### src/design/basics_pkg.sv
package basics_pkg;

	// Request command bytes
	localparam logic [7:0] CMD_VERSION    = 8'h76;
	localparam logic [7:0] CMD_I2C_QUERY  = 8'h49;
	localparam logic [7:0] CMD_I2C_SET    = 8'h69;
	localparam logic [7:0] CMD_GPIO_QUERY = 8'h47;
	localparam logic [7:0] CMD_GPIO_SET   = 8'h67;

	// Selector bytes, ASCII letters on the bus
	localparam logic [7:0] SEL_I2C_SPEED  = 8'h63;
	localparam logic [7:0] SEL_I2C_ADDR   = 8'h61;
	localparam logic [7:0] SEL_GPIO_LEVEL = 8'h6c;
	localparam logic [7:0] SEL_GPIO_DIR   = 8'h64;

	// First byte of every response frame
	localparam logic [7:0] RESP_ACK = 8'h01;
	localparam logic [7:0] RESP_NAK = 8'h00;

	localparam logic [7:0] VERSION_MAJOR = 8'h00;
	localparam logic [7:0] VERSION_MINOR = 8'h03;

	localparam logic [7:0]  I2C_SPEED_RESET = 8'd99;
	localparam logic [15:0] I2C_ADDR_RESET  = 16'hFFFF;

	localparam int GPIO_WIDTH = 24;

	// Engine states
	localparam logic [2:0] ST_IDLE        = 3'd0;
	localparam logic [2:0] ST_SELECT      = 3'd1;
	localparam logic [2:0] ST_VER_COLLECT = 3'd2;
	localparam logic [2:0] ST_SET_COLLECT = 3'd3;
	localparam logic [2:0] ST_RESPOND     = 3'd4;
	localparam logic [2:0] ST_WAIT        = 3'd5;
	localparam logic [2:0] ST_APPLY       = 3'd6;

	// Setting addressed by the selector
	localparam logic [2:0] TGT_NONE       = 3'd0;
	localparam logic [2:0] TGT_I2C_SPEED  = 3'd1;
	localparam logic [2:0] TGT_I2C_ADDR   = 3'd2;
	localparam logic [2:0] TGT_GPIO_LEVEL = 3'd3;
	localparam logic [2:0] TGT_GPIO_DIR   = 3'd4;

	// Request header position
	localparam logic [1:0] HDR_IDLE = 2'd0;
	localparam logic [1:0] HDR_EID  = 2'd1;
	localparam logic [1:0] HDR_LEN  = 2'd2;
	localparam logic [1:0] HDR_BODY = 2'd3;

	// Response byte position
	localparam logic [1:0] IDX_LEAD = 2'd0;
	localparam logic [1:0] IDX_CODE = 2'd1;
	localparam logic [1:0] IDX_EID  = 2'd2;
	localparam logic [1:0] IDX_PAY  = 2'd3;

	// One parameter word, as a number or as bytes with bytes[2] on top
	typedef union packed {
		logic [GPIO_WIDTH-1:0] value;
		logic [2:0][7:0]       bytes;
	} param_word_u;

endpackage

### src/design/cmd_if.sv
interface cmd_if ();

	logic       cmd_start;
	logic [7:0] cmd_code;
	logic [7:0] eid;
	// Selector and data bytes after the length byte
	logic       body_valid;
	logic [7:0] body_data;
	logic       frame_end;

	modport source (
		output cmd_start, cmd_code, eid, body_valid, body_data, frame_end
	);

	modport sink (
		input cmd_start, cmd_code, eid, body_valid, body_data, frame_end
	);

endinterface

### src/design/resp_if.sv
interface resp_if
	import basics_pkg::*;
();

	logic        start;
	logic [7:0]  code;
	logic [7:0]  eid;
	// Number of payload bytes, zero to three
	logic [1:0]  payload_len;
	param_word_u payload;
	// Driven back by the framer
	logic        busy;

	modport source (
		output start, code, eid, payload_len, payload,
		input  busy
	);

	modport sink (
		input  start, code, eid, payload_len, payload,
		output busy
	);

endinterface

### src/design/frame_parser.sv
module frame_parser
	import basics_pkg::*;
(
	input  logic       clk,
	input  logic       rst,
	input  logic [7:0] ma_data,
	input  logic       ma_data_valid,
	input  logic       ma_frame_valid,
	cmd_if.source      cmd
);

	logic       prev_frame;
	logic [1:0] hdr_cnt;
	logic       byte_in;
	logic       first_byte;

	assign byte_in    = ma_data_valid && ma_frame_valid;
	// Command byte arrives together with the rising frame level
	assign first_byte = byte_in && !prev_frame;

	always_ff @(posedge clk or posedge rst) begin
		if (rst) begin
			prev_frame     <= 1'b0;
			hdr_cnt        <= HDR_IDLE;
			cmd.cmd_start  <= 1'b0;
			cmd.body_valid <= 1'b0;
			cmd.frame_end  <= 1'b0;
		end else begin
			prev_frame     <= ma_frame_valid;
			cmd.cmd_start  <= first_byte;
			cmd.body_valid <= byte_in && !first_byte && (hdr_cnt == HDR_BODY);
			cmd.frame_end  <= prev_frame && !ma_frame_valid;

			if (!ma_frame_valid) begin
				hdr_cnt <= HDR_IDLE;
			end else if (first_byte) begin
				hdr_cnt <= HDR_EID;
			end else if (byte_in) begin
				case (hdr_cnt)
					HDR_EID: hdr_cnt <= HDR_LEN;
					// Length byte is not used
					HDR_LEN: hdr_cnt <= HDR_BODY;
					default: hdr_cnt <= hdr_cnt;
				endcase
			end
		end
	end

	// Byte fields, qualified by the strobes above
	always_ff @(posedge clk) begin
		if (first_byte) begin
			cmd.cmd_code <= ma_data;
		end
		if (byte_in && !first_byte && (hdr_cnt == HDR_EID)) begin
			cmd.eid <= ma_data;
		end
		if (byte_in && !first_byte && (hdr_cnt == HDR_BODY)) begin
			cmd.body_data <= ma_data;
		end
	end

endmodule

### src/design/command_engine.sv
module command_engine
	import basics_pkg::*;
(
	input  logic                  clk,
	input  logic                  rst,
	cmd_if.sink                   cmd,
	resp_if.source                resp,
	input  logic [GPIO_WIDTH-1:0] gpio_read,
	output logic [7:0]            i2c_speed,
	output logic [15:0]           i2c_addr,
	output logic [GPIO_WIDTH-1:0] gpio_level,
	output logic [GPIO_WIDTH-1:0] gpio_direction
);

	logic [2:0]  state;
	logic        fam_gpio;
	logic        fam_set;
	logic [2:0]  target;
	logic [1:0]  byte_cnt;
	logic [7:0]  resp_code;
	logic [1:0]  resp_len;
	param_word_u resp_word;
	param_word_u stage;
	logic [7:0]  ver_first;

	logic [2:0]            sel_target;
	logic [1:0]            sel_len;
	logic [GPIO_WIDTH-1:0] sel_value;
	logic                  sel_hit;
	logic                  ver_byte;
	logic                  set_byte;
	logic                  last_byte;
	logic                  ver_match;

	// Selector decode within the latched command family
	always_comb begin
		sel_target = TGT_NONE;
		sel_len    = 2'd0;
		sel_value  = '0;
		if (fam_gpio) begin
			if (cmd.body_data == SEL_GPIO_LEVEL) begin
				sel_target = TGT_GPIO_LEVEL;
				sel_len    = 2'd3;
				// Level query reports the pins, not the driven level
				sel_value  = gpio_read;
			end else if (cmd.body_data == SEL_GPIO_DIR) begin
				sel_target = TGT_GPIO_DIR;
				sel_len    = 2'd3;
				sel_value  = gpio_direction;
			end
		end else begin
			if (cmd.body_data == SEL_I2C_SPEED) begin
				sel_target = TGT_I2C_SPEED;
				sel_len    = 2'd1;
				sel_value  = {16'h0000, i2c_speed};
			end else if (cmd.body_data == SEL_I2C_ADDR) begin
				sel_target = TGT_I2C_ADDR;
				sel_len    = 2'd2;
				sel_value  = {8'h00, i2c_addr};
			end
		end
	end

	assign sel_hit   = (state == ST_SELECT) && cmd.body_valid && (sel_target != TGT_NONE);
	assign ver_byte  = (state == ST_VER_COLLECT) && cmd.body_valid;
	assign set_byte  = (state == ST_SET_COLLECT) && cmd.body_valid;
	assign last_byte = (byte_cnt == 2'd1);
	assign ver_match = ({ver_first, cmd.body_data} == {VERSION_MAJOR, VERSION_MINOR});

	assign resp.start       = (state == ST_RESPOND);
	assign resp.code        = resp_code;
	assign resp.eid         = cmd.eid;
	assign resp.payload_len = resp_len;
	assign resp.payload     = resp_word;

	// Payload words, right aligned so the framer sends the low bytes
	always_ff @(posedge clk) begin
		if (sel_hit && !fam_set) begin
			resp_word.value <= sel_value;
		end else if (ver_byte && last_byte) begin
			resp_word.value <= {8'h00, VERSION_MAJOR, VERSION_MINOR};
		end
		if (ver_byte) begin
			ver_first <= cmd.body_data;
		end
		if (set_byte) begin
			stage.bytes <= {stage.bytes[1:0], cmd.body_data};
		end
	end

	always_ff @(posedge clk or posedge rst) begin
		if (rst) begin
			state          <= ST_IDLE;
			fam_gpio       <= 1'b0;
			fam_set        <= 1'b0;
			target         <= TGT_NONE;
			byte_cnt       <= 2'd0;
			resp_code      <= RESP_NAK;
			resp_len       <= 2'd0;
			i2c_speed      <= I2C_SPEED_RESET;
			i2c_addr       <= I2C_ADDR_RESET;
			gpio_level     <= '0;
			gpio_direction <= '0;
		end else begin
			case (state)
				ST_IDLE: begin
					if (cmd.cmd_start) begin
						fam_gpio <= (cmd.cmd_code == CMD_GPIO_QUERY) ||
							(cmd.cmd_code == CMD_GPIO_SET);
						fam_set  <= (cmd.cmd_code == CMD_I2C_SET) ||
							(cmd.cmd_code == CMD_GPIO_SET);
						case (cmd.cmd_code)
							CMD_VERSION: begin
								byte_cnt <= 2'd2;
								state    <= ST_VER_COLLECT;
							end
							CMD_I2C_QUERY, CMD_I2C_SET, CMD_GPIO_QUERY, CMD_GPIO_SET: begin
								state <= ST_SELECT;
							end
							// Unknown commands are dropped silently
							default: state <= ST_IDLE;
						endcase
					end
				end
				ST_SELECT: begin
					if (cmd.body_valid) begin
						target <= sel_target;
						if (sel_target == TGT_NONE) begin
							state <= ST_IDLE;
						end else if (fam_set) begin
							byte_cnt <= sel_len;
							state    <= ST_SET_COLLECT;
						end else begin
							resp_code <= RESP_ACK;
							resp_len  <= sel_len;
							state     <= ST_RESPOND;
						end
					end else if (cmd.frame_end) begin
						state <= ST_IDLE;
					end
				end
				ST_VER_COLLECT: begin
					if (cmd.body_valid) begin
						byte_cnt <= byte_cnt - 2'd1;
						if (last_byte) begin
							resp_code <= ver_match ? RESP_ACK : RESP_NAK;
							resp_len  <= ver_match ? 2'd0 : 2'd2;
							state     <= ST_RESPOND;
						end
					end else if (cmd.frame_end) begin
						state <= ST_IDLE;
					end
				end
				ST_SET_COLLECT: begin
					if (cmd.body_valid) begin
						// I2C settings take each byte as it arrives
						case (target)
							TGT_I2C_SPEED: i2c_speed <= cmd.body_data;
							TGT_I2C_ADDR:  i2c_addr  <= {i2c_addr[7:0], cmd.body_data};
							default:       i2c_speed <= i2c_speed;
						endcase
						byte_cnt <= byte_cnt - 2'd1;
						if (last_byte) begin
							resp_code <= RESP_ACK;
							resp_len  <= 2'd0;
							state     <= ST_RESPOND;
						end
					end else if (cmd.frame_end) begin
						state <= ST_IDLE;
					end
				end
				ST_RESPOND: begin
					state <= ST_WAIT;
				end
				ST_WAIT: begin
					// GPIO changes only once the response is out
					if (!resp.busy) begin
						if (fam_set && (target == TGT_GPIO_LEVEL)) begin
							gpio_level <= stage.value;
						end
						if (fam_set && (target == TGT_GPIO_DIR)) begin
							gpio_direction <= stage.value;
						end
						state <= ST_APPLY;
					end
				end
				ST_APPLY: begin
					target <= TGT_NONE;
					state  <= ST_IDLE;
				end
				default: state <= ST_IDLE;
			endcase
		end
	end

endmodule

### src/design/response_framer.sv
module response_framer
	import basics_pkg::*;
(
	input  logic       clk,
	input  logic       rst,
	resp_if.sink       resp,
	output logic [7:0] resp_data,
	output logic       resp_valid,
	output logic       resp_frame
);

	logic [1:0]  idx;
	logic [1:0]  rem;
	logic [1:0]  pay_sel;
	logic [7:0]  code_q;
	logic [7:0]  eid_q;
	param_word_u word_q;

	assign resp.busy = resp.start || resp_frame;

	// Lead cycle with the frame level up and no data
	assign resp_valid = resp_frame && (idx != IDX_LEAD);
	assign pay_sel    = rem - 2'd1;

	always_comb begin
		case (idx)
			IDX_CODE: resp_data = code_q;
			IDX_EID:  resp_data = eid_q;
			IDX_PAY:  resp_data = word_q.bytes[pay_sel];
			default:  resp_data = 8'h00;
		endcase
	end

	always_ff @(posedge clk) begin
		if (resp.start && !resp_frame) begin
			code_q <= resp.code;
			eid_q  <= resp.eid;
			word_q <= resp.payload;
		end
	end

	always_ff @(posedge clk or posedge rst) begin
		if (rst) begin
			resp_frame <= 1'b0;
			idx        <= IDX_LEAD;
			rem        <= 2'd0;
		end else if (!resp_frame) begin
			if (resp.start) begin
				resp_frame <= 1'b1;
				idx        <= IDX_LEAD;
				rem        <= resp.payload_len;
			end
		end else begin
			case (idx)
				IDX_LEAD: idx <= IDX_CODE;
				IDX_CODE: idx <= IDX_EID;
				IDX_EID: begin
					if (rem == 2'd0)
						resp_frame <= 1'b0;
					else
						idx <= IDX_PAY;
				end
				default: begin
					// Payload goes out most significant byte first
					rem <= rem - 2'd1;
					if (rem == 2'd1)
						resp_frame <= 1'b0;
				end
			endcase
		end
	end

endmodule

### src/design/basics_top.sv
module basics_top
	import basics_pkg::*;
(
	input  logic                  clk,
	input  logic                  rst,
	input  logic [7:0]            ma_data,
	input  logic                  ma_data_valid,
	input  logic                  ma_frame_valid,
	input  logic [GPIO_WIDTH-1:0] gpio_read,
	output logic [7:0]            resp_data,
	output logic                  resp_valid,
	output logic                  resp_frame,
	output logic [7:0]            i2c_speed,
	output logic [15:0]           i2c_addr,
	output logic [GPIO_WIDTH-1:0] gpio_level,
	output logic [GPIO_WIDTH-1:0] gpio_direction
);

	cmd_if  cmd_bus ();
	resp_if resp_bus ();

	frame_parser u_parser (
		.clk            (clk),
		.rst            (rst),
		.ma_data        (ma_data),
		.ma_data_valid  (ma_data_valid),
		.ma_frame_valid (ma_frame_valid),
		.cmd            (cmd_bus.source)
	);

	command_engine u_engine (
		.clk            (clk),
		.rst            (rst),
		.cmd            (cmd_bus.sink),
		.resp           (resp_bus.source),
		.gpio_read      (gpio_read),
		.i2c_speed      (i2c_speed),
		.i2c_addr       (i2c_addr),
		.gpio_level     (gpio_level),
		.gpio_direction (gpio_direction)
	);

	response_framer u_framer (
		.clk        (clk),
		.rst        (rst),
		.resp       (resp_bus.sink),
		.resp_data  (resp_data),
		.resp_valid (resp_valid),
		.resp_frame (resp_frame)
	);

endmodule

### config.mk
export PLATFORM = sky130hd
export DESIGN_NAME = basics_top
export DESIGN_NICKNAME = d
export VERILOG_FILES = /design/src/design/basics_pkg.sv /design/src/design/cmd_if.sv /design/src/design/resp_if.sv /design/src/design/frame_parser.sv /design/src/design/command_engine.sv /design/src/design/response_framer.sv /design/src/design/basics_top.sv
export SDC_FILE = /design/constraint.sdc
export NUM_CORES = 1
export LEC_CHECK = 0
export BUFFER_PORTS_ARGS = -buffer_cell sky130_fd_sc_hd__buf_2
export CAP_MARGIN = 20
export CORE_MARGIN = 4
export CORE_UTILIZATION = 45
export CTS_CLUSTER_DIAMETER = 40
export CTS_CLUSTER_SIZE = 16
export DETAILED_ROUTE_END_ITERATION = 6
export GPL_ROUTABILITY_DRIVEN = 0
export PLACE_DENSITY = 0.67
export SYNTH_ARGS = -nofsm -noshare
export SYNTH_HDL_FRONTEND = slang
export SYNTH_SLANG_ARGS = --single-unit
export TNS_END_PERCENT = 20
### constraint.sdc
create_clock -name clk -period 2.8 [get_ports clk]
set_input_delay 0.56 -clock clk [delete_from_list [all_inputs] [get_ports clk]]
set_output_delay 0.56 -clock clk [all_outputs]
set_load 0.03 [all_outputs]
==> reports/results.ini, run 1 <==
[sta]
finalHoldViolCount = 0
setup-violations-final = 0
period_minus_slack_ns = 2.72
hold_ws_ns = 0.150
rsz0062_at_grt = true
min_period_over_period_pct = 97.1
fin_skew_ns = 0.0110
achievable-frequency_mhz = 368
finalWorstSetupSlack_ns = 0.0815
slew_headroom_pct = 42.2
slew_violations = 0
worstMarginPinSlew_ns = 0.866

[grt]
grt_pass1_wl_microns = 32400
grt_max_degree = 45
antenna_found_initial = 0
grt_pass1_vias = 5471
track_usage_pct = 19.3
grt_overflow = 0

[placement]
post-dp-hpwl_microns = 15000
numPortBuffers = 117
placed_cell_area_sq_um = 9520
pre_cts_slack_ns = 0.219
dp_cells = 903

[worst_setup_path]
endpoint_kind = output pin
critical_path_class = register to output pin
crit_arrival_ns = 2.16
worstPathMaxFanout = 9
critPathLaunchType = register
worstPathRequired_ns = 2.24
r2r_slack_ns = 0.34

[finish]
drive_above_1_share_pct = 42.0
instances_no_fill = 961
final_common_cell = buf_2
multi_input_area_sq_um = 2630
synthToLayoutAreaGrowth_pct = 22.2
final_cell_mix = 114 x buf_2, 113 x edfxtp_1, 77 x mux2_2
seqCellArea_sq_um = 5820
stdcell_area_sq_um = 10500
num-fill-cells = 1542
antenna_cells = 0
nNetsFinal = 748

[synth]
synth_cells = 565
async_reset_ff_share_pct = 45.9
syn-num-nets = 609
syn-cell-area_sq_um = 8630
synth_edf_count = 113
synth_cell_types = 67
syn_avg_cell_area_sq_um = 15.3
ys_seq_area_share_pct = 67.5
synth-simple-area-share_pct = 7.40
synth_area_leaders = edfxtp_1 39%, dfrtp_1 22%, mux2_2 10%
synthXorXnorAreaFrac_pct = 0
ys.flop_type = edfxtp_1
yosys.area.top_type = edfxtp_1
synth_warnings = 0
synth_top_family_by_area = multiplexers
yosys.area_share.adder_pct = 1.16
synth_compound_area_share_pct = 7.74
ys_ff_latch = 209
yosysTopAreaCellShare_pct = 39.3
synth_mux_area_share_pct = 13.8

[routing]
final_antenna_net_count = 0
first_pass_iters = 5
vias = 5324
drtIter0Drc = 353
viasPerCell = 5.54
wire_per_inst_microns = 21.7
drc_errors = 0
wl_microns = 20900

[clock_network]
cts_hold_buf = 0
root_buffer = clkbuf_16
cts_tree = yes
h-tree-depth = 1
clock_path_buffers = 3
cts_buffers = 29
cts.clk_slew.worst_paths_ns = 0.06
clock_latency_ns = 0.53
cts.sinks = 209

[hold_path]
hold_class = primary input to asynchronous set/reset pin

[floorplanning]
initial_core_util_pct = 46.0
dieArea_sq_um = 21500
io_pins = 118
rows = 50
core_region_area_sq_um = 18800
die_h_microns = 146
die_w_microns = 146

[power]
p_per_area_nw_per_um2 = 647
finalPower_mw = 6.82
p_leak_nw = 4.46
vdd_drop_max_v = 0.000511

[run]
cap_violations = 0

[run_status]
status = complete, no violations

[cell usage after synthesis (all sizes together) (6+ instances only)]
library cell,instances
buf,15
edfxtp,113
dfstp,20
dfrtp,76
nor2,32
mux2,77
clkbuf,16
a21oi,6
o2bb2ai,17
inv,14
ha,8
a22oi,16
nand2,23
o21ai,9
mux2i,32
[what timing repair did]
| item | CTS | global route |
|---|---|---|
| setup buffers | 1 | 3 |
| hold endpoints to repair | 0 | 0 |
| pin swaps | 0 | 3 |
| resized for setup | 6 | 9 |
| endpoints found under the setup margin | 8 | 8 |
[layout make-up]
| type | count | share of cell area [%] |
|---|---|---|
| clock buffer | 31 | 6.95 |
| clock inverter | 23 | 2.10 |
| inverter | 15 | 0.617 |
| multi-input combinational | 310 | 24.9 |
| sequential | 209 | 55.2 |
| tap | 234 | 2.78 |
| timing repair buffer | 139 | 7.38 |
[metal layers]
| layer | part of all wire (%) | GRT usage [%] |
|---|---|---|
| met4 | 1.4 | 4.09 |
| met2 | 50 | 32.0 |
| met5 | 0 | 0 |
| met1 | 44 | 27.3 |
| met3 | 5.1 | 2.89 |
[report_power, final]
part           internal, mW  switching (mW)
registers              3.24         0.00548
logic                0.0300          0.0598
clock network          2.06            1.43
[sequential cells by signal, summed over array words and instances (netlist names), 3 cells and up]
register	count
u_engine.gpio_direction	24
u_engine.gpio_level	24
u_engine.i2c_addr	16
u_engine.i2c_speed	8
u_engine.resp.payload	24
u_engine.stage	24
u_engine.state	3
u_engine.target	3
u_engine.ver_first	8
u_framer.eid_q	8
u_framer.word_q	24
u_parser.cmd.body_data	8
u_parser.cmd.cmd_code	8
u_parser.cmd.eid	8
[through the flow]
step	setup TNS, ns	utilization (%)
floorplan	-1.31	-
global placement	0	50.7
detailed placement	0	50.7
CTS	0	56.0
global route	-0.0727	56.2
finish	0	56.2
[worst paths after layout]
kind | from | endpoint | depth (start not counted)
min | rst | u_engine.gpio_level[9] | 2
max in group asynchronous | rst | u_engine.i2c_addr[12] | 3
max reg2reg | u_parser.cmd.body_data[4] | u_engine.resp.payload[17] | 4
min in group clk | ma_frame_valid | u_parser.prev_frame | 1
min reg2reg | u_engine.resp.payload[21] | u_framer.word_q[21] | 0
max | u_framer.rem[0] | resp_data[2] | 8
[logic make-up (layout without fill, tap and decap cells)]
logic type               count (synthesis)  after routing
AND/OR/NAND/NOR                        107            107
flip-flops                             209            209
buffers and inverters                   46            208
multiplexers                           109            109
adder cells (fa/ha/maj)                  8              8
AO/OA/AOI/OAI                           86             86
[worst max-delay path, stage by stage (launching register included)]
cell,delay (ns)
dfrtp_2,0.39
clkinv_4,0.08
ha_4,0.28
buf_8,0.14
mux2i_2,0.22
o2bb2ai_1,0.09
a22oi_1,0.19
nor2_1,0.07
buf_4,0.18
(Power assumes the default switching activity.)
==> inputs of run 2 (changes only) <==
- PLACE_DENSITY: 0.67 -> not set
- PLACE_DENSITY_LB_ADDON: not set -> 0.25
==> reports/results.ini, run 2 (synthesis gave the netlist of run 1 again) <==
[floorplanning]
die_w_microns = 146  ; unchanged
initial_core_util_pct = 46.0  ; unchanged
dieArea_sq_um = 21500  ; unchanged
rows = 50  ; unchanged
core_region_area_sq_um = 18800  ; unchanged
die_h_microns = 146  ; unchanged
io_pins = 118  ; unchanged

[clock_network]
clock_path_buffers = 3  ; unchanged
cts_buffers = 27  ; -6.9%
root_buffer = clkbuf_16
cts.clk_slew.worst_paths_ns = 0.06  ; about the same
cts_tree = yes
cts.sinks = 209  ; unchanged
h-tree-depth = 1  ; unchanged
clock_latency_ns = 0.52  ; about the same

[finish]
num-fill-cells = 1514  ; -1.8%
final_core_util_pct = 56.4  ; +0.22 points
nNetsFinal = 749  ; +0.13%
instances_no_fill = 960  ; -0.10%
final_cell_mix = 114 x buf_2, 113 x edfxtp_1, 77 x mux2_2
final_common_cell = buf_2
seqCellArea_sq_um = 5820  ; about the same
drive_above_1_share_pct = 42.4  ; +0.47 points
multi_input_area_sq_um = 2650  ; +0.71%
antenna_cells = 0  ; unchanged
synthToLayoutAreaGrowth_pct = 22.7

[worst_setup_path]
critical_path_class = register to output pin
crit_arrival_ns = 2.16  ; about the same
worstPathRequired_ns = 2.24  ; about the same
critPathLaunchType = register
endpoint_kind = output pin
crit_path_cell_trace = inv_2 > ha_4 > buf_8 > mux2i_4 > o2bb2ai_1 > a22oi_1 > nor2_1 > clkbuf_4
worstPathMaxFanout = 8  ; -1
cp_slowest_cell = dfrtp_1
critPathMaxStageDelay_ns = 0.38  ; about the same
r2r_cells = 4  ; unchanged

[sta]
worstMarginPinSlew_ns = 0.741  ; -0.125 ns
hold_ws_ns = 0.110  ; -0.0405 ns
achievable-frequency_mhz = 368  ; +0.13%
min_period_over_period_pct = 97.0  ; -0.12 points
tns_ns = 0  ; unchanged
setup-violations-final = 0  ; unchanged
slew_violations = 0  ; unchanged
rsz0062_at_grt = false
finalHoldViolCount = 0  ; unchanged
period_minus_slack_ns = 2.72  ; -0.00349 ns
fin_skew_ns = 0.0142  ; +0.00314 ns
slew_headroom_pct = 50.5  ; +8.3 points

[hold_path]
hold_class = primary input to asynchronous set/reset pin

[routing]
final_antenna_net_count = 0  ; unchanged
viasPerCell = 5.60  ; +1.1%
wire_per_inst_microns = 22.1  ; +1.8%
vias = 5376  ; +0.98%
first_pass_iters = 5  ; unchanged
drc_errors = 0  ; unchanged
wl_microns = 21200  ; +1.7%
drtIter0Drc = 315  ; -11%

[power]
p_per_area_nw_per_um2 = 648  ; +0.11%
vdd_drop_max_v = 0.000474  ; -7.2%
finalPower_mw = 6.86  ; +0.50%
p_leak_nw = 4.49  ; +0.56%

[grt]
grt_max_degree = 61  ; +36%
grt_pass1_wl_microns = 32800  ; +1.4%
antenna_found_initial = 0  ; unchanged
track_usage_pct = 19.5  ; +0.23 points
grt_pass1_vias = 5511  ; +0.73%
grt_overflow = 0  ; unchanged

[run_status]
status = complete, no violations

[placement]
post-dp-hpwl_microns = 15100  ; +0.92%
numPortBuffers = 117  ; unchanged
dp_cells = 909  ; +0.66%

[run]
cap_violations = 0  ; unchanged

==> run 2: report_power, final <==
group | internal, mW | switching, mW | leakage [nW] | total [mW]
Sequential | 3.24 | 0.00560 | 2.37 | 3.24
Combinational | 0.0322 | 0.0623 | 1.68 | 0.0945
Clock | 2.18 | 1.34 | 0.444 | 3.52
Total | 5.45 | 1.41 | 4.49 | 6.86
==> run 2: layout make-up <==
cell class / instances / area share [%]
Clock buffer: 30 / 6.49
Clock inverter: 20 / 2.35
Inverter: 15 / 0.567
Multi-Input combinational cell: 310 / 25.0
Sequential cell: 209 / 55.0
Tap cell: 234 / 2.77
Timing Repair Buffer: 142 / 7.80
==> run 2: what timing repair did <==
| item | CTS | global route |
|---|---|---|
| endpoints found under the setup margin | 8 | 8 |
| buffers inserted | 1 | 0 |
| hold buffers | 0 | 0 |
| cloned | 0 | 0 |
| gates resized for setup | 4 | 10 |
==> run 2: routing by layer <==
layer / part of all wire (%) / wire [microns] / GRT usage (%)
met1: 45 / 9650 / 27.9
met2: 49 / 10400 / 31.9
met3: 4.2 / 895 / 3.10
met4: 1.5 / 317 / 4.14
met5: 0 / 0 / 0
==> run 2: worst max-delay path: cells and delay by family (launching register included) <==
| family | cells | cell delay [ns] |
|---|---|---|
| AO/OA/AOI/OAI | 2 | 0.28 |
| adder cells (fa/ha/maj) | 1 | 0.22 |
| buffers and inverters | 3 | 0.44 |
| flip-flops | 1 | 0.38 |
| multiplexers | 1 | 0.18 |
| AND/OR/NAND/NOR | 1 | 0.13 |
==> run 2: path summary, 6_finish.rpt <==
check,startpoint,endpoint,slack [ns]
max,u_framer.rem[1],resp_data[4],0.08
min,rst,u_engine.gpio_level[1],0.11
max reg2reg,u_parser.cmd.body_data[4],u_engine.resp.payload[19],0.32
min reg2reg,u_engine.resp.payload[21],u_framer.word_q[21],0.41
max in group asynchronous,rst,u_engine.i2c_addr[10],2.29
min in group clk,ma_frame_valid,u_parser.prev_frame,0.21
==> run 2: stage by stage <==
| stage | setup slack [ns] | instance area, sq um |
|---|---|---|
| final | 0.0850 | 10600 |
| after global routing | 0.0119 | 10600 |
| after CTS | 0.00250 | 10600 |
| after detailed placement | 0.325 | 9590 |
| after global placement | 0.386 | 9590 |
| after floorplan | -0.0396 | 8630 |
==> inputs of run 3 (changes only) <==
- SETUP_SLACK_MARGIN: not set -> 0.4
==> reports/results.ini, run 3 (synthesis gave the netlist of run 1 again) <==
[clock_network]
cts.sinks = 209  ; unchanged
clock_path_buffers = 3  ; unchanged
cts_buffers = 27  ; unchanged
h-tree-depth = 1  ; unchanged
clock_latency_ns = 0.52  ; about the same
cts_tree = yes
cts.clk_slew.worst_paths_ns = 0.06  ; about the same
cts_hold_buf = 0  ; unchanged
root_buffer = clkbuf_16

[sta]
slew_violations = 0  ; unchanged
min_period_over_period_pct = 96.3  ; -0.68 points
slew_headroom_pct = 49.5  ; -1.0 points
achievable-frequency_mhz = 371  ; +0.71%
setup-violations-final = 0  ; unchanged
worstMarginPinSlew_ns = 0.756  ; +0.0152 ns
period_minus_slack_ns = 2.70  ; -0.0192 ns
fin_skew_ns = 0.0136  ; -0.000614 ns
finalWorstSetupSlack_ns = 0.104  ; +0.0192 ns
rsz0062_at_grt = true
finalHoldViolCount = 0  ; unchanged

[floorplanning]
initial_core_util_pct = 46.0  ; unchanged
die_w_microns = 146  ; unchanged
dieArea_sq_um = 21500  ; unchanged
die_h_microns = 146  ; unchanged
rows = 50  ; unchanged
core_region_area_sq_um = 18800  ; unchanged
io_pins = 118  ; unchanged

[worst_setup_path]
critical_path_class = register to output pin
critPathLaunchType = register
endpoint_kind = output pin
crit_arrival_ns = 2.14  ; -0.02 ns
r2r_cells = 5  ; +1
worstPathRequired_ns = 2.24  ; about the same
worstPathMaxFanout = 8  ; unchanged

[placement]
numPortBuffers = 117  ; unchanged
pre_cts_slack_ns = 0.325  ; unchanged
dp_cells = 909  ; unchanged
post-dp-hpwl_microns = 15100  ; unchanged

[finish]
nNetsFinal = 752  ; +0.40%
final_cell_mix = 113 x edfxtp_1, 109 x buf_2, 77 x mux2_2
num-fill-cells = 1505  ; -0.59%
instances_no_fill = 963  ; +0.31%
drive_above_1_share_pct = 42.9  ; +0.51 points
antenna_cells = 0  ; unchanged
final_common_cell = edfxtp_1
synthToLayoutAreaGrowth_pct = 23.4

[routing]
drc_errors = 0  ; unchanged
first_pass_iters = 5  ; unchanged
viasPerCell = 5.59  ; -0.18%
final_antenna_net_count = 0  ; unchanged
wire_per_inst_microns = 22.1  ; about the same
wl_microns = 21300  ; +0.41%
vias = 5383  ; +0.13%
drtIter0Drc = 353  ; +12%

[power]
p_int_mw = 5.45  ; about the same
swShare_pct = 20.6  ; about the same
vdd_drop_max_v = 0.000475  ; +0.12%
clkPwrFrac_pct = 51.3  ; about the same
p_comb_share_pct = 1.4  ; about the same
p_sw_mw = 1.41  ; about the same
p_leak_nw = 4.51  ; +0.40%
p_per_area_nw_per_um2 = 644  ; -0.56%
seqPwrFrac_pct = 47.3  ; about the same

[grt]
grt_pass1_wl_microns = 32900  ; +0.10%
track_usage_pct = 19.5  ; about the same
grt_overflow = 0  ; unchanged
grt_max_degree = 61  ; unchanged
antenna_found_initial = 0  ; unchanged
grt_pass1_vias = 5508  ; -0.054%

[run]
cap_violations = 0  ; unchanged

[hold_path]
hold_class = primary input to asynchronous set/reset pin

[run_status]
status = complete, no violations

## run 3: cell count changes in the layout (fill, tap and decap cells not counted), sizes merged
| cell | before | now |
|---|---|---|
| buf | 140 | 145 |
| inv | 19 | 18 |
| clkbuf | 32 | 30 |
| clkinv | 6 | 7 |
## run 3: critical path: stages, from the launching register on
cell	delay, ns
dfrtp_1	0.36
clkinv_2	0.08
ha_4	0.30
buf_12	0.14
mux2i_1	0.21
o21ai_1	0.10
a22oi_1	0.17
nor2_1	0.06
buf_4	0.18
## run 3: power groups by stage
| stage | registers, mW | logic, mW | clock network, mW |
|---|---|---|---|
| 6_report | 3.24 | 0.0948 | 3.52 |
| 5_1_grt | 3.24 | 0.106 | 3.73 |
| 4_1_cts | 3.24 | 0.0975 | 3.58 |
| 3_5_place_dp | 3.30 | 0.0969 | 0 |
| 3_3_place_gp | 3.30 | 0.0957 | 0 |
| 2_1_floorplan | 3.30 | 0.0365 | 0 |
## run 3: timing repair
item | 4_1_cts | 5_1_grt
pin swaps | 8 | 7
setup buffers | 1 | 3
resized for setup | 19 | 8
hold endpoints to repair | 0 | 0
setup endpoints to repair | 32 | 101
gates cloned | 0 | 0
## run 3: worst paths after layout
kind,slack [ns],to,startpoint
worst max-delay path,0.10,resp_data[5],u_framer.rem[0]
worst min-delay path,0.11,u_engine.gpio_level[1],rst
worst max register to register,0.40,u_engine.gpio_direction[12],u_engine.state[0]
worst min register to register,0.41,u_framer.word_q[21],u_engine.resp.payload[21]
max in group asynchronous,2.31,u_engine.i2c_addr[10],rst
min in group clk,0.21,u_parser.prev_frame,ma_frame_valid
## run 3: stage by stage
stage	utilization, %	hold slack [ns]	instance area, sq um	power [mW]	TNS, ns
after floorplan	-	0.400	8630	3.34	-1.31
after global placement	51.1	0.405	9590	3.40	0
after detailed placement	51.1	0.405	9590	3.40	0
after CTS	56.5	0.110	10600	6.92	0
after global routing	56.7	0.124	10600	7.08	0
final	56.7	0.111	10600	6.86	0
## run 3: final cells by class
cell class / count / area, sq um / share of cell area (%)
Timing Repair Buffer: 145 / 873 / 8.20
Multi-Input combinational cell: 310 / 2660 / 25.0
Clock buffer: 30 / 687 / 6.45
Inverter: 15 / 61.3 / 0.576
Tap cell: 234 / 293 / 2.75
Clock inverter: 20 / 249 / 2.34
Sequential cell: 209 / 5820 / 54.7
## run 3: metal layers
metal	vias to the layer above	wire length [microns]	GRT usage, %	share of wire (%)
met3	25	1020	3.10	4.8
met4	0	329	4.14	1.5
met5	-	0	0	0
met1	2739	9550	27.9	45
met2	169	10400	31.9	49
li1	2450	-	-	-
